[src/rtl/rp_consts.svh]
/*
  shared constants of the scope and generator datapath
  widths, capture depth, register map and reset values
*/

`ifndef RP_CONSTS_SVH
`define RP_CONSTS_SVH

// channel counts and datapath widths
`define RP_CHN        2
`define RP_ADC_DW     16
`define RP_DAC_DW     14
`define RP_LOOP_SHIFT 2
`define RP_PDM_CHN    4
`define RP_PDM_DW     8

// capture depth, 64 samples per channel
`define RP_BUF_AW     6

// wishbone word address and data widths
`define RP_WB_AW      10
`define RP_WB_DW      32

// identification word and DAC midscale code
`define RP_ID         32'h52503031
`define RP_DAC_RST    14'h1fff

// register map, word addresses
`define RP_REG_ID     10'h000
`define RP_REG_LOOP   10'h001
`define RP_REG_ARM    10'h002
`define RP_REG_STATUS 10'h003
`define RP_REG_DAC0   10'h004
`define RP_REG_DAC1   10'h005
`define RP_REG_PDM0   10'h008
`define RP_REG_PDM1   10'h009
`define RP_REG_PDM2   10'h00a
`define RP_REG_PDM3   10'h00b
// capture read windows, low bits give the sample index
`define RP_BUF0_BASE  10'h100
`define RP_BUF1_BASE  10'h200

`endif

[src/rtl/rp_pkg.sv]
/*
  datapath and bus types
  sample, DAC code, PDM level and wishbone words
*/

`include "rp_consts.svh"

package rp_pkg;

  // ADC pins carry an offset code with negative slope
  typedef logic        [`RP_ADC_DW-1:0] adc_raw_t;
  // two's complement sample as stored in the capture buffer
  typedef logic signed [`RP_ADC_DW-1:0] sample_t;

  // generator value and DAC pin code
  typedef logic signed [`RP_DAC_DW-1:0] dac_code_t;
  typedef logic        [`RP_DAC_DW-1:0] dac_raw_t;

  typedef logic [`RP_PDM_DW-1:0] pdm_level_t;
  typedef logic [`RP_BUF_AW-1:0] buf_addr_t;

  // wishbone
  typedef logic [`RP_WB_AW-1:0] wb_adr_t;
  typedef logic [`RP_WB_DW-1:0] wb_dat_t;

endpackage

[src/rtl/adc_frontend.sv]
/*
  ADC front end
  registers both converter buses, maps the offset code to two's complement
  and swaps in the generator value when loopback is on
*/

`include "rp_consts.svh"

module adc_frontend (
  input  logic                  adc_clk,
  input  logic                  top_rst,
  input  rp_pkg::adc_raw_t      adc_a_dat_i,
  input  rp_pkg::adc_raw_t      adc_b_dat_i,
  input  logic [`RP_CHN-1:0]    loop_sel_i,
  input  rp_pkg::dac_code_t     dac_code_a_i,
  input  rp_pkg::dac_code_t     dac_code_b_i,
  output rp_pkg::sample_t       sample_a_o,
  output rp_pkg::sample_t       sample_b_o
);

  // negative slope: keep sign, flip magnitude bits
  function automatic rp_pkg::sample_t adc_conv(input rp_pkg::adc_raw_t raw);
    return {raw[`RP_ADC_DW-1], ~raw[`RP_ADC_DW-2:0]};
  endfunction

  // generator to sample width
  // sign extend first, then scale up by the loop shift
  function automatic rp_pkg::sample_t loop_conv(input rp_pkg::dac_code_t code);
    return rp_pkg::sample_t'(code) <<< `RP_LOOP_SHIFT;
  endfunction

  //////////////////////////////////////////////////
  // input registers with loopback select
  //////////////////////////////////////////////////

  always_ff @(posedge adc_clk, posedge top_rst) begin
    if (top_rst) begin
      sample_a_o <= '0;
      sample_b_o <= '0;
    end else begin
      // one cycle from pins or loop bit to sample
      sample_a_o <= loop_sel_i[0] ? loop_conv(dac_code_a_i) : adc_conv(adc_a_dat_i);
      sample_b_o <= loop_sel_i[1] ? loop_conv(dac_code_b_i) : adc_conv(adc_b_dat_i);
    end
  end

endmodule

[src/rtl/acq_buffer.sv]
/*
  capture buffer
  an arm pulse stores the next 2**DEPTH_AW samples of both channels,
  software reads them back through a registered port
*/

`include "rp_consts.svh"

module acq_buffer #(
  parameter int unsigned DEPTH_AW = `RP_BUF_AW
) (
  input  logic               adc_clk,
  input  logic               top_rst,
  input  rp_pkg::sample_t    sample_a_i,
  input  rp_pkg::sample_t    sample_b_i,
  input  logic               arm_i,
  input  logic               rd_ch_i,
  input  rp_pkg::buf_addr_t  rd_addr_i,
  output rp_pkg::sample_t    rd_data_o,
  output logic               busy_o,
  output logic               done_o
);

  // one memory per channel
  rp_pkg::sample_t mem_a [2**DEPTH_AW];
  rp_pkg::sample_t mem_b [2**DEPTH_AW];

  // write index, also counts the capture length
  logic [DEPTH_AW-1:0] wr_cnt;

  //////////////////////////////////////////////////
  // capture control
  //////////////////////////////////////////////////

  always_ff @(posedge adc_clk, posedge top_rst) begin
    if (top_rst) begin
      busy_o <= 1'b0;
      done_o <= 1'b0;
      wr_cnt <= '0;
    end else if (busy_o) begin
      // arm is ignored here
      wr_cnt <= wr_cnt + 1'b1;
      // last index written, stop
      if (&wr_cnt) begin
        busy_o <= 1'b0;
        done_o <= 1'b1;
      end
    end else if (arm_i) begin
      // fresh capture clears done
      busy_o <= 1'b1;
      done_o <= 1'b0;
      wr_cnt <= '0;
    end
  end

  //////////////////////////////////////////////////
  // sample memories
  //////////////////////////////////////////////////

  // both channels written in the same cycle
  always_ff @(posedge adc_clk) begin
    if (busy_o) begin
      mem_a[wr_cnt] <= sample_a_i;
      mem_b[wr_cnt] <= sample_b_i;
    end
  end

  // registered read, data one cycle after address
  always_ff @(posedge adc_clk) begin
    rd_data_o <= rd_ch_i ? mem_b[rd_addr_i] : mem_a[rd_addr_i];
  end

endmodule

[src/rtl/dac_backend.sv]
/*
  DAC back end
  maps signed generator values to the converter's offset code
  and holds midscale while in reset
*/

`include "rp_consts.svh"

module dac_backend (
  input  logic               adc_clk,
  input  logic               top_rst,
  input  rp_pkg::dac_code_t  dac_code_a_i,
  input  rp_pkg::dac_code_t  dac_code_b_i,
  output rp_pkg::dac_raw_t   dac_a_dat_o,
  output rp_pkg::dac_raw_t   dac_b_dat_o
);

  // signed to offset code, negative slope
  // code 0 lands on midscale
  function automatic rp_pkg::dac_raw_t dac_conv(input rp_pkg::dac_code_t code);
    return {code[`RP_DAC_DW-1], ~code[`RP_DAC_DW-2:0]};
  endfunction

  //////////////////////////////////////////////////
  // output registers
  //////////////////////////////////////////////////

  always_ff @(posedge adc_clk, posedge top_rst) begin
    if (top_rst) begin
      // converter idles at midscale
      dac_a_dat_o <= `RP_DAC_RST;
      dac_b_dat_o <= `RP_DAC_RST;
    end else begin
      dac_a_dat_o <= dac_conv(dac_code_a_i);
      dac_b_dat_o <= dac_conv(dac_code_b_i);
    end
  end

endmodule

[src/rtl/pdm_modulator.sv]
/*
  PDM outputs
  first order modulator per channel, level L gives
  exactly L ones in any 256 consecutive cycles
*/

`include "rp_consts.svh"

module pdm_modulator (
  input  logic                                      adc_clk,
  input  logic                                      top_rst,
  input  rp_pkg::pdm_level_t [`RP_PDM_CHN-1:0]      level_i,
  output logic               [`RP_PDM_CHN-1:0]      pdm_o
);

  // phase accumulators
  rp_pkg::pdm_level_t [`RP_PDM_CHN-1:0] acc;

  // accumulator plus level, carry in the top bit
  logic [`RP_PDM_DW:0] sum [`RP_PDM_CHN];

  always_comb begin
    for (int i = 0; i < `RP_PDM_CHN; i++) begin
      sum[i] = {1'b0, acc[i]} + {1'b0, level_i[i]};
    end
  end

  //////////////////////////////////////////////////
  // accumulate and register the carry
  //////////////////////////////////////////////////

  always_ff @(posedge adc_clk, posedge top_rst) begin
    if (top_rst) begin
      acc   <= '0;
      pdm_o <= '0;
    end else begin
      for (int i = 0; i < `RP_PDM_CHN; i++) begin
        acc[i]   <= sum[i][`RP_PDM_DW-1:0];
        // overflow is the output bit
        pdm_o[i] <= sum[i][`RP_PDM_DW];
      end
    end
  end

endmodule

[src/rtl/rp_regs.sv]
/*
  register bank, wishbone classic slave
  control registers ack after one cycle, capture window reads after two
*/

`include "rp_consts.svh"

module rp_regs (
  input  logic                                  adc_clk,
  input  logic                                  top_rst,
  input  logic                                  wb_cyc_i,
  input  logic                                  wb_stb_i,
  input  logic                                  wb_we_i,
  input  rp_pkg::wb_adr_t                       wb_adr_i,
  input  rp_pkg::wb_dat_t                       wb_dat_i,
  output rp_pkg::wb_dat_t                       wb_dat_o,
  output logic                                  wb_ack_o,
  output logic [`RP_CHN-1:0]                    loop_sel_o,
  output rp_pkg::dac_code_t                     dac_code_a_o,
  output rp_pkg::dac_code_t                     dac_code_b_o,
  output rp_pkg::pdm_level_t [`RP_PDM_CHN-1:0]  pdm_level_o,
  output logic                                  arm_o,
  output logic                                  buf_rd_ch_o,
  output rp_pkg::buf_addr_t                     buf_rd_addr_o,
  input  rp_pkg::sample_t                       buf_rd_data_i,
  input  logic                                  busy_i,
  input  logic                                  done_i
);

  // clears the sample index from a window address
  localparam rp_pkg::wb_adr_t buf_idx_mask = rp_pkg::wb_adr_t'((1 << `RP_BUF_AW) - 1);

  logic            wb_req;
  logic            rd_wait;
  logic            buf0_hit;
  logic            buf1_hit;
  rp_pkg::wb_dat_t reg_rd_dat;

  // new strobe, not yet answered
  assign wb_req = wb_cyc_i & wb_stb_i & ~wb_ack_o & ~rd_wait;

  //////////////////////////////////////////////////
  // window decode, straight to the buffer port
  //////////////////////////////////////////////////

  assign buf0_hit      = (wb_adr_i & ~buf_idx_mask) == `RP_BUF0_BASE;
  assign buf1_hit      = (wb_adr_i & ~buf_idx_mask) == `RP_BUF1_BASE;
  assign buf_rd_ch_o   = buf1_hit;
  assign buf_rd_addr_o = wb_adr_i[`RP_BUF_AW-1:0];

  // register read mux, unmapped reads give 0
  always_comb begin
    case (wb_adr_i)
      `RP_REG_ID:     reg_rd_dat = `RP_ID;
      `RP_REG_LOOP:   reg_rd_dat = rp_pkg::wb_dat_t'(loop_sel_o);
      `RP_REG_STATUS: reg_rd_dat = rp_pkg::wb_dat_t'({done_i, busy_i});
      // DAC codes sign extended
      `RP_REG_DAC0:   reg_rd_dat = rp_pkg::wb_dat_t'(dac_code_a_o);
      `RP_REG_DAC1:   reg_rd_dat = rp_pkg::wb_dat_t'(dac_code_b_o);
      `RP_REG_PDM0:   reg_rd_dat = rp_pkg::wb_dat_t'(pdm_level_o[0]);
      `RP_REG_PDM1:   reg_rd_dat = rp_pkg::wb_dat_t'(pdm_level_o[1]);
      `RP_REG_PDM2:   reg_rd_dat = rp_pkg::wb_dat_t'(pdm_level_o[2]);
      `RP_REG_PDM3:   reg_rd_dat = rp_pkg::wb_dat_t'(pdm_level_o[3]);
      default:        reg_rd_dat = '0;
    endcase
  end

  //////////////////////////////////////////////////
  // ack generation and register writes
  //////////////////////////////////////////////////

  always_ff @(posedge adc_clk, posedge top_rst) begin
    if (top_rst) begin
      wb_ack_o     <= 1'b0;
      rd_wait      <= 1'b0;
      arm_o        <= 1'b0;
      loop_sel_o   <= '0;
      dac_code_a_o <= '0;
      dac_code_b_o <= '0;
      pdm_level_o  <= '0;
    end else begin
      // single cycle pulses
      wb_ack_o <= 1'b0;
      arm_o    <= 1'b0;
      if (rd_wait) begin
        // memory data is in, answer now
        rd_wait  <= 1'b0;
        wb_ack_o <= 1'b1;
      end else if (wb_req) begin
        // window read waits one more cycle for the memory
        if (!wb_we_i && (buf0_hit || buf1_hit)) rd_wait <= 1'b1;
        else wb_ack_o <= 1'b1;
        if (wb_we_i) begin
          case (wb_adr_i)
            `RP_REG_LOOP: loop_sel_o     <= wb_dat_i[`RP_CHN-1:0];
            `RP_REG_ARM:  arm_o          <= wb_dat_i[0];
            `RP_REG_DAC0: dac_code_a_o   <= wb_dat_i[`RP_DAC_DW-1:0];
            `RP_REG_DAC1: dac_code_b_o   <= wb_dat_i[`RP_DAC_DW-1:0];
            `RP_REG_PDM0: pdm_level_o[0] <= wb_dat_i[`RP_PDM_DW-1:0];
            `RP_REG_PDM1: pdm_level_o[1] <= wb_dat_i[`RP_PDM_DW-1:0];
            `RP_REG_PDM2: pdm_level_o[2] <= wb_dat_i[`RP_PDM_DW-1:0];
            `RP_REG_PDM3: pdm_level_o[3] <= wb_dat_i[`RP_PDM_DW-1:0];
            default: ;
          endcase
        end
      end
    end
  end

  // read data, sample sign extended to the bus width
  always_ff @(posedge adc_clk) begin
    if (rd_wait) wb_dat_o <= rp_pkg::wb_dat_t'(buf_rd_data_i);
    else if (wb_req && !wb_we_i) wb_dat_o <= reg_rd_dat;
  end

endmodule

[src/rtl/rp_top.sv]
/*
  scope and generator datapath top
  ADC front end into the capture buffer, DAC and PDM outputs,
  all set up through one wishbone register bank
*/

`include "rp_consts.svh"

module rp_top (
  input  logic                        adc_clk,
  input  logic                        top_rst,
  // ADC pins
  input  rp_pkg::adc_raw_t            adc_a_dat_i,
  input  rp_pkg::adc_raw_t            adc_b_dat_i,
  // wishbone slave
  input  logic                        wb_cyc_i,
  input  logic                        wb_stb_i,
  input  logic                        wb_we_i,
  input  rp_pkg::wb_adr_t             wb_adr_i,
  input  rp_pkg::wb_dat_t             wb_dat_i,
  output rp_pkg::wb_dat_t             wb_dat_o,
  output logic                        wb_ack_o,
  // DAC pins
  output rp_pkg::dac_raw_t            dac_a_dat_o,
  output rp_pkg::dac_raw_t            dac_b_dat_o,
  // 1-bit PDM outputs
  output logic [`RP_PDM_CHN-1:0]      pdm_o
);

  //////////////////////////////////////////////////
  // local signals
  //////////////////////////////////////////////////

  // control from the register bank
  logic [`RP_CHN-1:0]                    loop_sel;
  rp_pkg::dac_code_t                     dac_code_a;
  rp_pkg::dac_code_t                     dac_code_b;
  rp_pkg::pdm_level_t [`RP_PDM_CHN-1:0]  pdm_level;
  logic                                  arm;
  // sample streams, always valid
  rp_pkg::sample_t                       sample_a;
  rp_pkg::sample_t                       sample_b;
  // buffer read port and status
  logic                                  buf_rd_ch;
  rp_pkg::buf_addr_t                     buf_rd_addr;
  rp_pkg::sample_t                       buf_rd_data;
  logic                                  busy;
  logic                                  done;

  //////////////////////////////////////////////////
  // datapath
  //////////////////////////////////////////////////

  adc_frontend adc_frontend (
    .adc_clk (adc_clk), .top_rst (top_rst),
    .adc_a_dat_i (adc_a_dat_i), .adc_b_dat_i (adc_b_dat_i),
    .loop_sel_i (loop_sel),
    .dac_code_a_i (dac_code_a), .dac_code_b_i (dac_code_b),
    .sample_a_o (sample_a), .sample_b_o (sample_b)
  );

  acq_buffer #(.DEPTH_AW (`RP_BUF_AW)) acq_buffer (
    .adc_clk (adc_clk), .top_rst (top_rst),
    .sample_a_i (sample_a), .sample_b_i (sample_b),
    .arm_i (arm), .rd_ch_i (buf_rd_ch), .rd_addr_i (buf_rd_addr),
    .rd_data_o (buf_rd_data), .busy_o (busy), .done_o (done)
  );

  dac_backend dac_backend (
    .adc_clk (adc_clk), .top_rst (top_rst),
    .dac_code_a_i (dac_code_a), .dac_code_b_i (dac_code_b),
    .dac_a_dat_o (dac_a_dat_o), .dac_b_dat_o (dac_b_dat_o)
  );

  pdm_modulator pdm_modulator (
    .adc_clk (adc_clk), .top_rst (top_rst),
    .level_i (pdm_level), .pdm_o (pdm_o)
  );

  // register bank
  rp_regs rp_regs (
    .adc_clk (adc_clk), .top_rst (top_rst),
    .wb_cyc_i (wb_cyc_i), .wb_stb_i (wb_stb_i), .wb_we_i (wb_we_i),
    .wb_adr_i (wb_adr_i), .wb_dat_i (wb_dat_i),
    .wb_dat_o (wb_dat_o), .wb_ack_o (wb_ack_o),
    .loop_sel_o (loop_sel), .dac_code_a_o (dac_code_a), .dac_code_b_o (dac_code_b),
    .pdm_level_o (pdm_level), .arm_o (arm),
    .buf_rd_ch_o (buf_rd_ch), .buf_rd_addr_o (buf_rd_addr), .buf_rd_data_i (buf_rd_data),
    .busy_i (busy), .done_i (done)
  );

endmodule

[config.mk]
export PLATFORM = sky130hd
export DESIGN_NAME = rp_top
export DESIGN_NICKNAME = d
export VERILOG_FILES = /design/src/rtl/rp_pkg.sv /design/src/rtl/adc_frontend.sv /design/src/rtl/acq_buffer.sv /design/src/rtl/dac_backend.sv /design/src/rtl/pdm_modulator.sv /design/src/rtl/rp_regs.sv /design/src/rtl/rp_top.sv
export VERILOG_INCLUDE_DIRS = /design/src /design/src/rtl
export SDC_FILE = /design/constraint.sdc
export NUM_CORES = 2
export LEC_CHECK = 0
export ABC_AREA = 1
export BUFFER_PORTS_ARGS = -buffer_cell sky130_fd_sc_hd__buf_2
export CAP_MARGIN = 20
export CORE_UTILIZATION = 32
export CTS_CLUSTER_SIZE = 40
export DETAILED_ROUTE_END_ITERATION = 8
export PLACE_DENSITY = 0.52
export RECOVER_POWER = 50
export SYNTH_ARGS = -nofsm -noshare
export SYNTH_HDL_FRONTEND = slang
export SYNTH_SLANG_ARGS = --single-unit
[constraint.sdc]
create_clock -name adc_clk -period 15.39 [get_ports adc_clk]
set_clock_uncertainty 0.15 [all_clocks]
set_input_delay 3.078 -clock adc_clk [delete_from_list [all_inputs] [get_ports adc_clk]]
set_output_delay 3.078 -clock adc_clk [all_outputs]
set_load 0.05 [all_outputs]
==> metrics.txt <==
# TYPE chip_impl_metric gauge
chip_impl_metric{name="path_max_fanout",unit=""} 87
chip_impl_metric{name="grt_max_degree",unit=""} 153
chip_impl_metric{name="first_global_vias",unit=""} 54411
chip_impl_info{name="min_delay_src",value="rp_regs.dac_code_a_o[7]"} 1
chip_impl_metric{name="synth.top_cell.area_share",unit="%"} 68.13
chip_impl_metric{name="syn_to_final_growth",unit="%"} 13.41
chip_impl_metric{name="power.leakage",unit="nW"} 39.00
chip_impl_metric{name="drt_first_iter_violations",unit=""} 6354
chip_impl_metric{name="seq_area",unit="sq um"} 66630
chip_impl_metric{name="cts_hold_repair.buffers",unit=""} 0
chip_impl_metric{name="switching_share",unit="%"} 23.17
chip_impl_metric{name="dpl-instance-area",unit="sq um"} 96440
chip_impl_metric{name="relSlewSlack",unit="%"} -228.1
chip_impl_metric{name="worst-endpoint-required",unit="ps"} 16090
chip_impl_metric{name="rows",unit=""} 195
chip_impl_info{name="timing_worst_setup_path_type",value="in2reg"} 1
chip_impl_metric{name="antenna_found_initial",unit=""} 9
chip_impl_metric{name="r2r_slack",unit="ps"} 10450
chip_impl_metric{name="mappedNetlistArea",unit="sq um"} 91010
chip_impl_info{name="worstSetupStartpointType",value="primary input"} 1
chip_impl_metric{name="post_synth_num_cell_types",unit=""} 38
chip_impl_metric{name="share_seq_of_total_power",unit="%"} 52.9
chip_impl_metric{name="ys_seq_area_share",unit="%"} 73.17
chip_impl_metric{name="die_y",unit="microns"} 535.3
chip_impl_metric{name="grt_first_pass_wirelength",unit="mm"} 399.7
chip_impl_metric{name="yosysWarnings",unit=""} 0
chip_impl_metric{name="global_route.overflow_total",unit=""} 0
chip_impl_metric{name="syn_inst",unit=""} 8132
chip_impl_metric{name="critical_path_arrival",unit="ps"} 7500
chip_impl_metric{name="finalMaxSlewViolations",unit=""} 2276
chip_impl_metric{name="power.net_switching",unit="mW"} 2.951
chip_impl_metric{name="clk_latency",unit="ps"} 900
chip_impl_metric{name="syn_avg_cell_area",unit="sq um"} 11.19
chip_impl_metric{name="maxCapViolCount",unit=""} 39
chip_impl_metric{name="clk_transition_reported_paths",unit="ps"} 60
chip_impl_info{name="timing.critical_path.to_type",value="flip-flop"} 1
chip_impl_metric{name="fraction_of_layout_instances_using_a_drive_strength_above_1",unit="%"} 7.972
chip_impl_metric{name="final-setup-viol-count",unit=""} 0
chip_impl_metric{name="clock_tree.buffer_depth",unit=""} 4
chip_impl_metric{name="design_internal_power",unit="mW"} 9.787
chip_impl_info{name="synth.area.top_cells",value="edfxtp_1 (68%), nand2_1 (16%), dfrtp_1 (3.9%)"} 1
chip_impl_metric{name="finalCoreUtilization",unit="%"} 36.53
chip_impl_metric{name="worst_r2r_path_depth",unit=""} 1
chip_impl_metric{name="power.ir.vdd_worst",unit="mV"} 0.09054
chip_impl_metric{name="timing_hold_violations_final",unit=""} 0
chip_impl_metric{name="power.density_cell_area",unit="nW/um^2"} 123.4
chip_impl_info{name="synth_top_cell_by_area",value="edfxtp_1"} 1
chip_impl_metric{name="antenna_violating_nets_post_route",unit=""} 0
chip_impl_metric{name="num_vias",unit=""} 59556
chip_impl_metric{name="dieWidth",unit="microns"} 535.3
chip_impl_info{name="crit_end",value="acq_buffer.rd_data_o[5]"} 1
chip_impl_metric{name="cts_setup_buffers",unit=""} 0
chip_impl_metric{name="wl",unit="mm"} 281.3
chip_impl_metric{name="max_slew.worst_pin.slew",unit="ps"} 4921
chip_impl_info{name="violations_in_the_final_reports",value="capacitance limit, slew limit"} 1
chip_impl_metric{name="nNetsFinal",unit=""} 8338
chip_impl_info{name="timing.rr.start",value="adc_frontend.sample_b_o[12]"} 1
chip_impl_metric{name="area_of_the_multi_input_gates",unit="sq um"} 22320
chip_impl_metric{name="per_cell_routed_wire_length",unit="microns"} 23.14
chip_impl_metric{name="final_period_minus_worst_setup_slack",unit="ps"} 6796
chip_impl_metric{name="setup_total_negative_slack",unit="ps"} 0
chip_impl_info{name="timing.critical_path.from",value="wb_adr_i[0]"} 1
chip_impl_metric{name="clock_power_share",unit="%"} 41.3
chip_impl_metric{name="post_drt_via_cell_ratio",unit=""} 4.899
chip_impl_metric{name="core_area",unit="sq um"} 282500
chip_impl_metric{name="post_cts_resized",unit=""} 0
chip_impl_info{name="mostFrequentLayoutCell",value="nand2_1"} 1
chip_impl_metric{name="gp_routability_congestion",unit=""} 0.8871
chip_impl_metric{name="drc",unit=""} 0
chip_impl_metric{name="pwr-share-comb",unit="%"} 5.9
chip_impl_metric{name="floorplan.initialDensity",unit="%"} 32.21
chip_impl_metric{name="n_fill_cell",unit=""} 27438
chip_impl_metric{name="design_area",unit="sq um"} 103200
chip_impl_metric{name="cts_max_level",unit=""} 4
chip_impl_metric{name="grt_util_all_layers",unit="%"} 19.25
chip_impl_metric{name="cts_inserted_buffers",unit=""} 228
chip_impl_metric{name="clock-sinks",unit=""} 2250
chip_impl_info{name="outcome",value="finished, violations left"} 1
chip_impl_metric{name="number_of_storage_elements_in_the_synthesis_netlist",unit=""} 2250
chip_impl_metric{name="port_buffers",unit=""} 125
chip_impl_info{name="clock_tree_from_tritoncts",value="built"} 1
chip_impl_metric{name="drtPass1Iterations",unit=""} 5
chip_impl_info{name="worst_r2r_endpoint",value="acq_buffer.mem_b[55][12]"} 1
chip_impl_metric{name="die_area",unit="sq um"} 286500
chip_impl_info{name="min_path_type",value="reg2reg"} 1
chip_impl_metric{name="synthesis.nets",unit=""} 8248
chip_impl_metric{name="timing.final.crit_share",unit="%"} 44.16
chip_impl_info{name="root_buffer",value="clkbuf_16"} 1
chip_impl_metric{name="dp.final_hpwl",unit="mm"} 149.8
chip_impl_metric{name="io_pins",unit=""} 144
chip_impl_info{name="final_cell_mix",value="nand2_1 (3936), edfxtp_1 (2065), nor2_1 (450), nand3_1 (341), nand4_1 (237)"} 1
chip_impl_metric{name="max_freq",unit="GHz"} 0.1471
chip_impl_metric{name="min_path_cells",unit=""} 1
chip_impl_info{name="setup_repair_after_global_routing_missed_its_margin",value="no"} 1
layer usage:
metal  global-route usage [%]  up-vias  routed length (microns)
li1                         -    27514                        -
met4                    5.921        2                     8757
met1                    28.32    29348                   126800
met3                    3.062      393                    22480
met5                        0        -                       12
met2                    29.03     2299                   123200
state kept, by name, summed over array words and instances, names as in the netlist:
| signal | flops |
|---|---|
| acq_buffer.mem_a | 1024 |
| acq_buffer.mem_b | 1024 |
| pdm_modulator.acc | 32 |
| rp_regs.pdm_level_o | 32 |
| rp_regs.wb_dat_o | 17 |
| acq_buffer.rd_data_o | 16 |
| adc_frontend.sample_a_o | 16 |
| adc_frontend.sample_b_o | 16 |
| dac_backend.dac_a_dat_o | 14 |
| dac_backend.dac_b_dat_o | 14 |
| rp_regs.dac_code_a_o | 14 |
| rp_regs.dac_code_b_o | 14 |
| acq_buffer.wr_cnt | 6 |
| pdm_modulator.pdm_o | 4 |
| rp_regs.loop_sel_o | 2 |
| acq_buffer.busy_o | 1 |
| acq_buffer.done_o | 1 |
| rp_regs.arm_o | 1 |
| rp_regs.rd_wait | 1 |
| rp_regs.wb_ack_o | 1 |
critical path, stage by stage:
cell	delay, ps
buf_8	210
inv_16	390
buf_4	600
buf_4	660
buf_4	700
nand2_1	100
nand2_1	80
nand2_1	50
nand3_1	110
nand3_1	270
nand2_1	380
nand3_1	180
nand2_1	90
nand2_1	60
nand2_1	90
synthesized netlist by cell type (all sizes together):
master	count
a221oi	1
a21oi	75
nand3	342
buf	275
nand2	3941
inv	139
fa	4
dfxtp	16
clkinv	1
xnor2	2
o21ai	115
nor3	9
mux2	2
clkbuf	146
edfxtp	2065
dfrtp	143
o21bai	2
xor2	22
dfstp	26
o211ai	5
o22ai	11
nand3b	6
a22o	2
a22oi	1
nand4	237
nor2	511
ha	33
through the flow:
stage | setup slack, ps | hold WS [ps] | cells | total power [mW]
6_report | 8594 | 248.6 | 12158 | 12.74
3_3_place_gp | 7847 | 263.5 | 11713 | 7.580
2_1_floorplan | 7630 | 240.1 | 8132 | 7.239
4_1_cts | 8802 | 253.5 | 12142 | 12.80
5_1_grt | 8617 | 294.1 | 12148 | 13.10
3_5_place_dp | 7848 | 266.8 | 11730 | 7.589
cell families after synthesis:
group	after synthesis	share of synthesized area, %
adder cells (fa/ha/maj)	37	0.5417
AO/OA/AOI/OAI	212	1.215
flip-flops	2250	73.17
AND/OR/NAND/NOR	5046	22.04
XOR/XNOR	24	0.2310
multiplexers	2	0.02474
buffers and inverters	561	2.776
final cells by class:
class,count,area share (%)
repair buffers,281,2.015
multi-input cells,5321,21.62
diodes,11,0.02667
clock inverters,111,0.7964
inverters,140,0.5540
flip-flops and latches,2250,64.55
well taps,3743,4.537
clock buffers,301,5.892
worst min-delay path by stage:
stage	to	slack (ps)
after floorplan	dac_backend.dac_b_dat_o[13]	240
after global placement	dac_backend.dac_a_dat_o[6]	260
after detailed placement	dac_backend.dac_b_dat_o[8]	270
after CTS	dac_backend.dac_a_dat_o[7]	250
after global routing	dac_backend.dac_a_dat_o[7]	290
final	dac_backend.dac_a_dat_o[7]	250
power by group through the flow:
stage / registers, mW / clock network, mW / logic [mW]
6_report: 6.74 / 5.25 / 0.748
5_1_grt: 6.73 / 5.56 / 0.802
4_1_cts: 6.72 / 5.34 / 0.747
3_5_place_dp: 6.84 / 0 / 0.745
3_3_place_gp: 6.84 / 0 / 0.737
2_1_floorplan: 6.87 / 0 / 0.369
(Power assumes the default switching activity.)
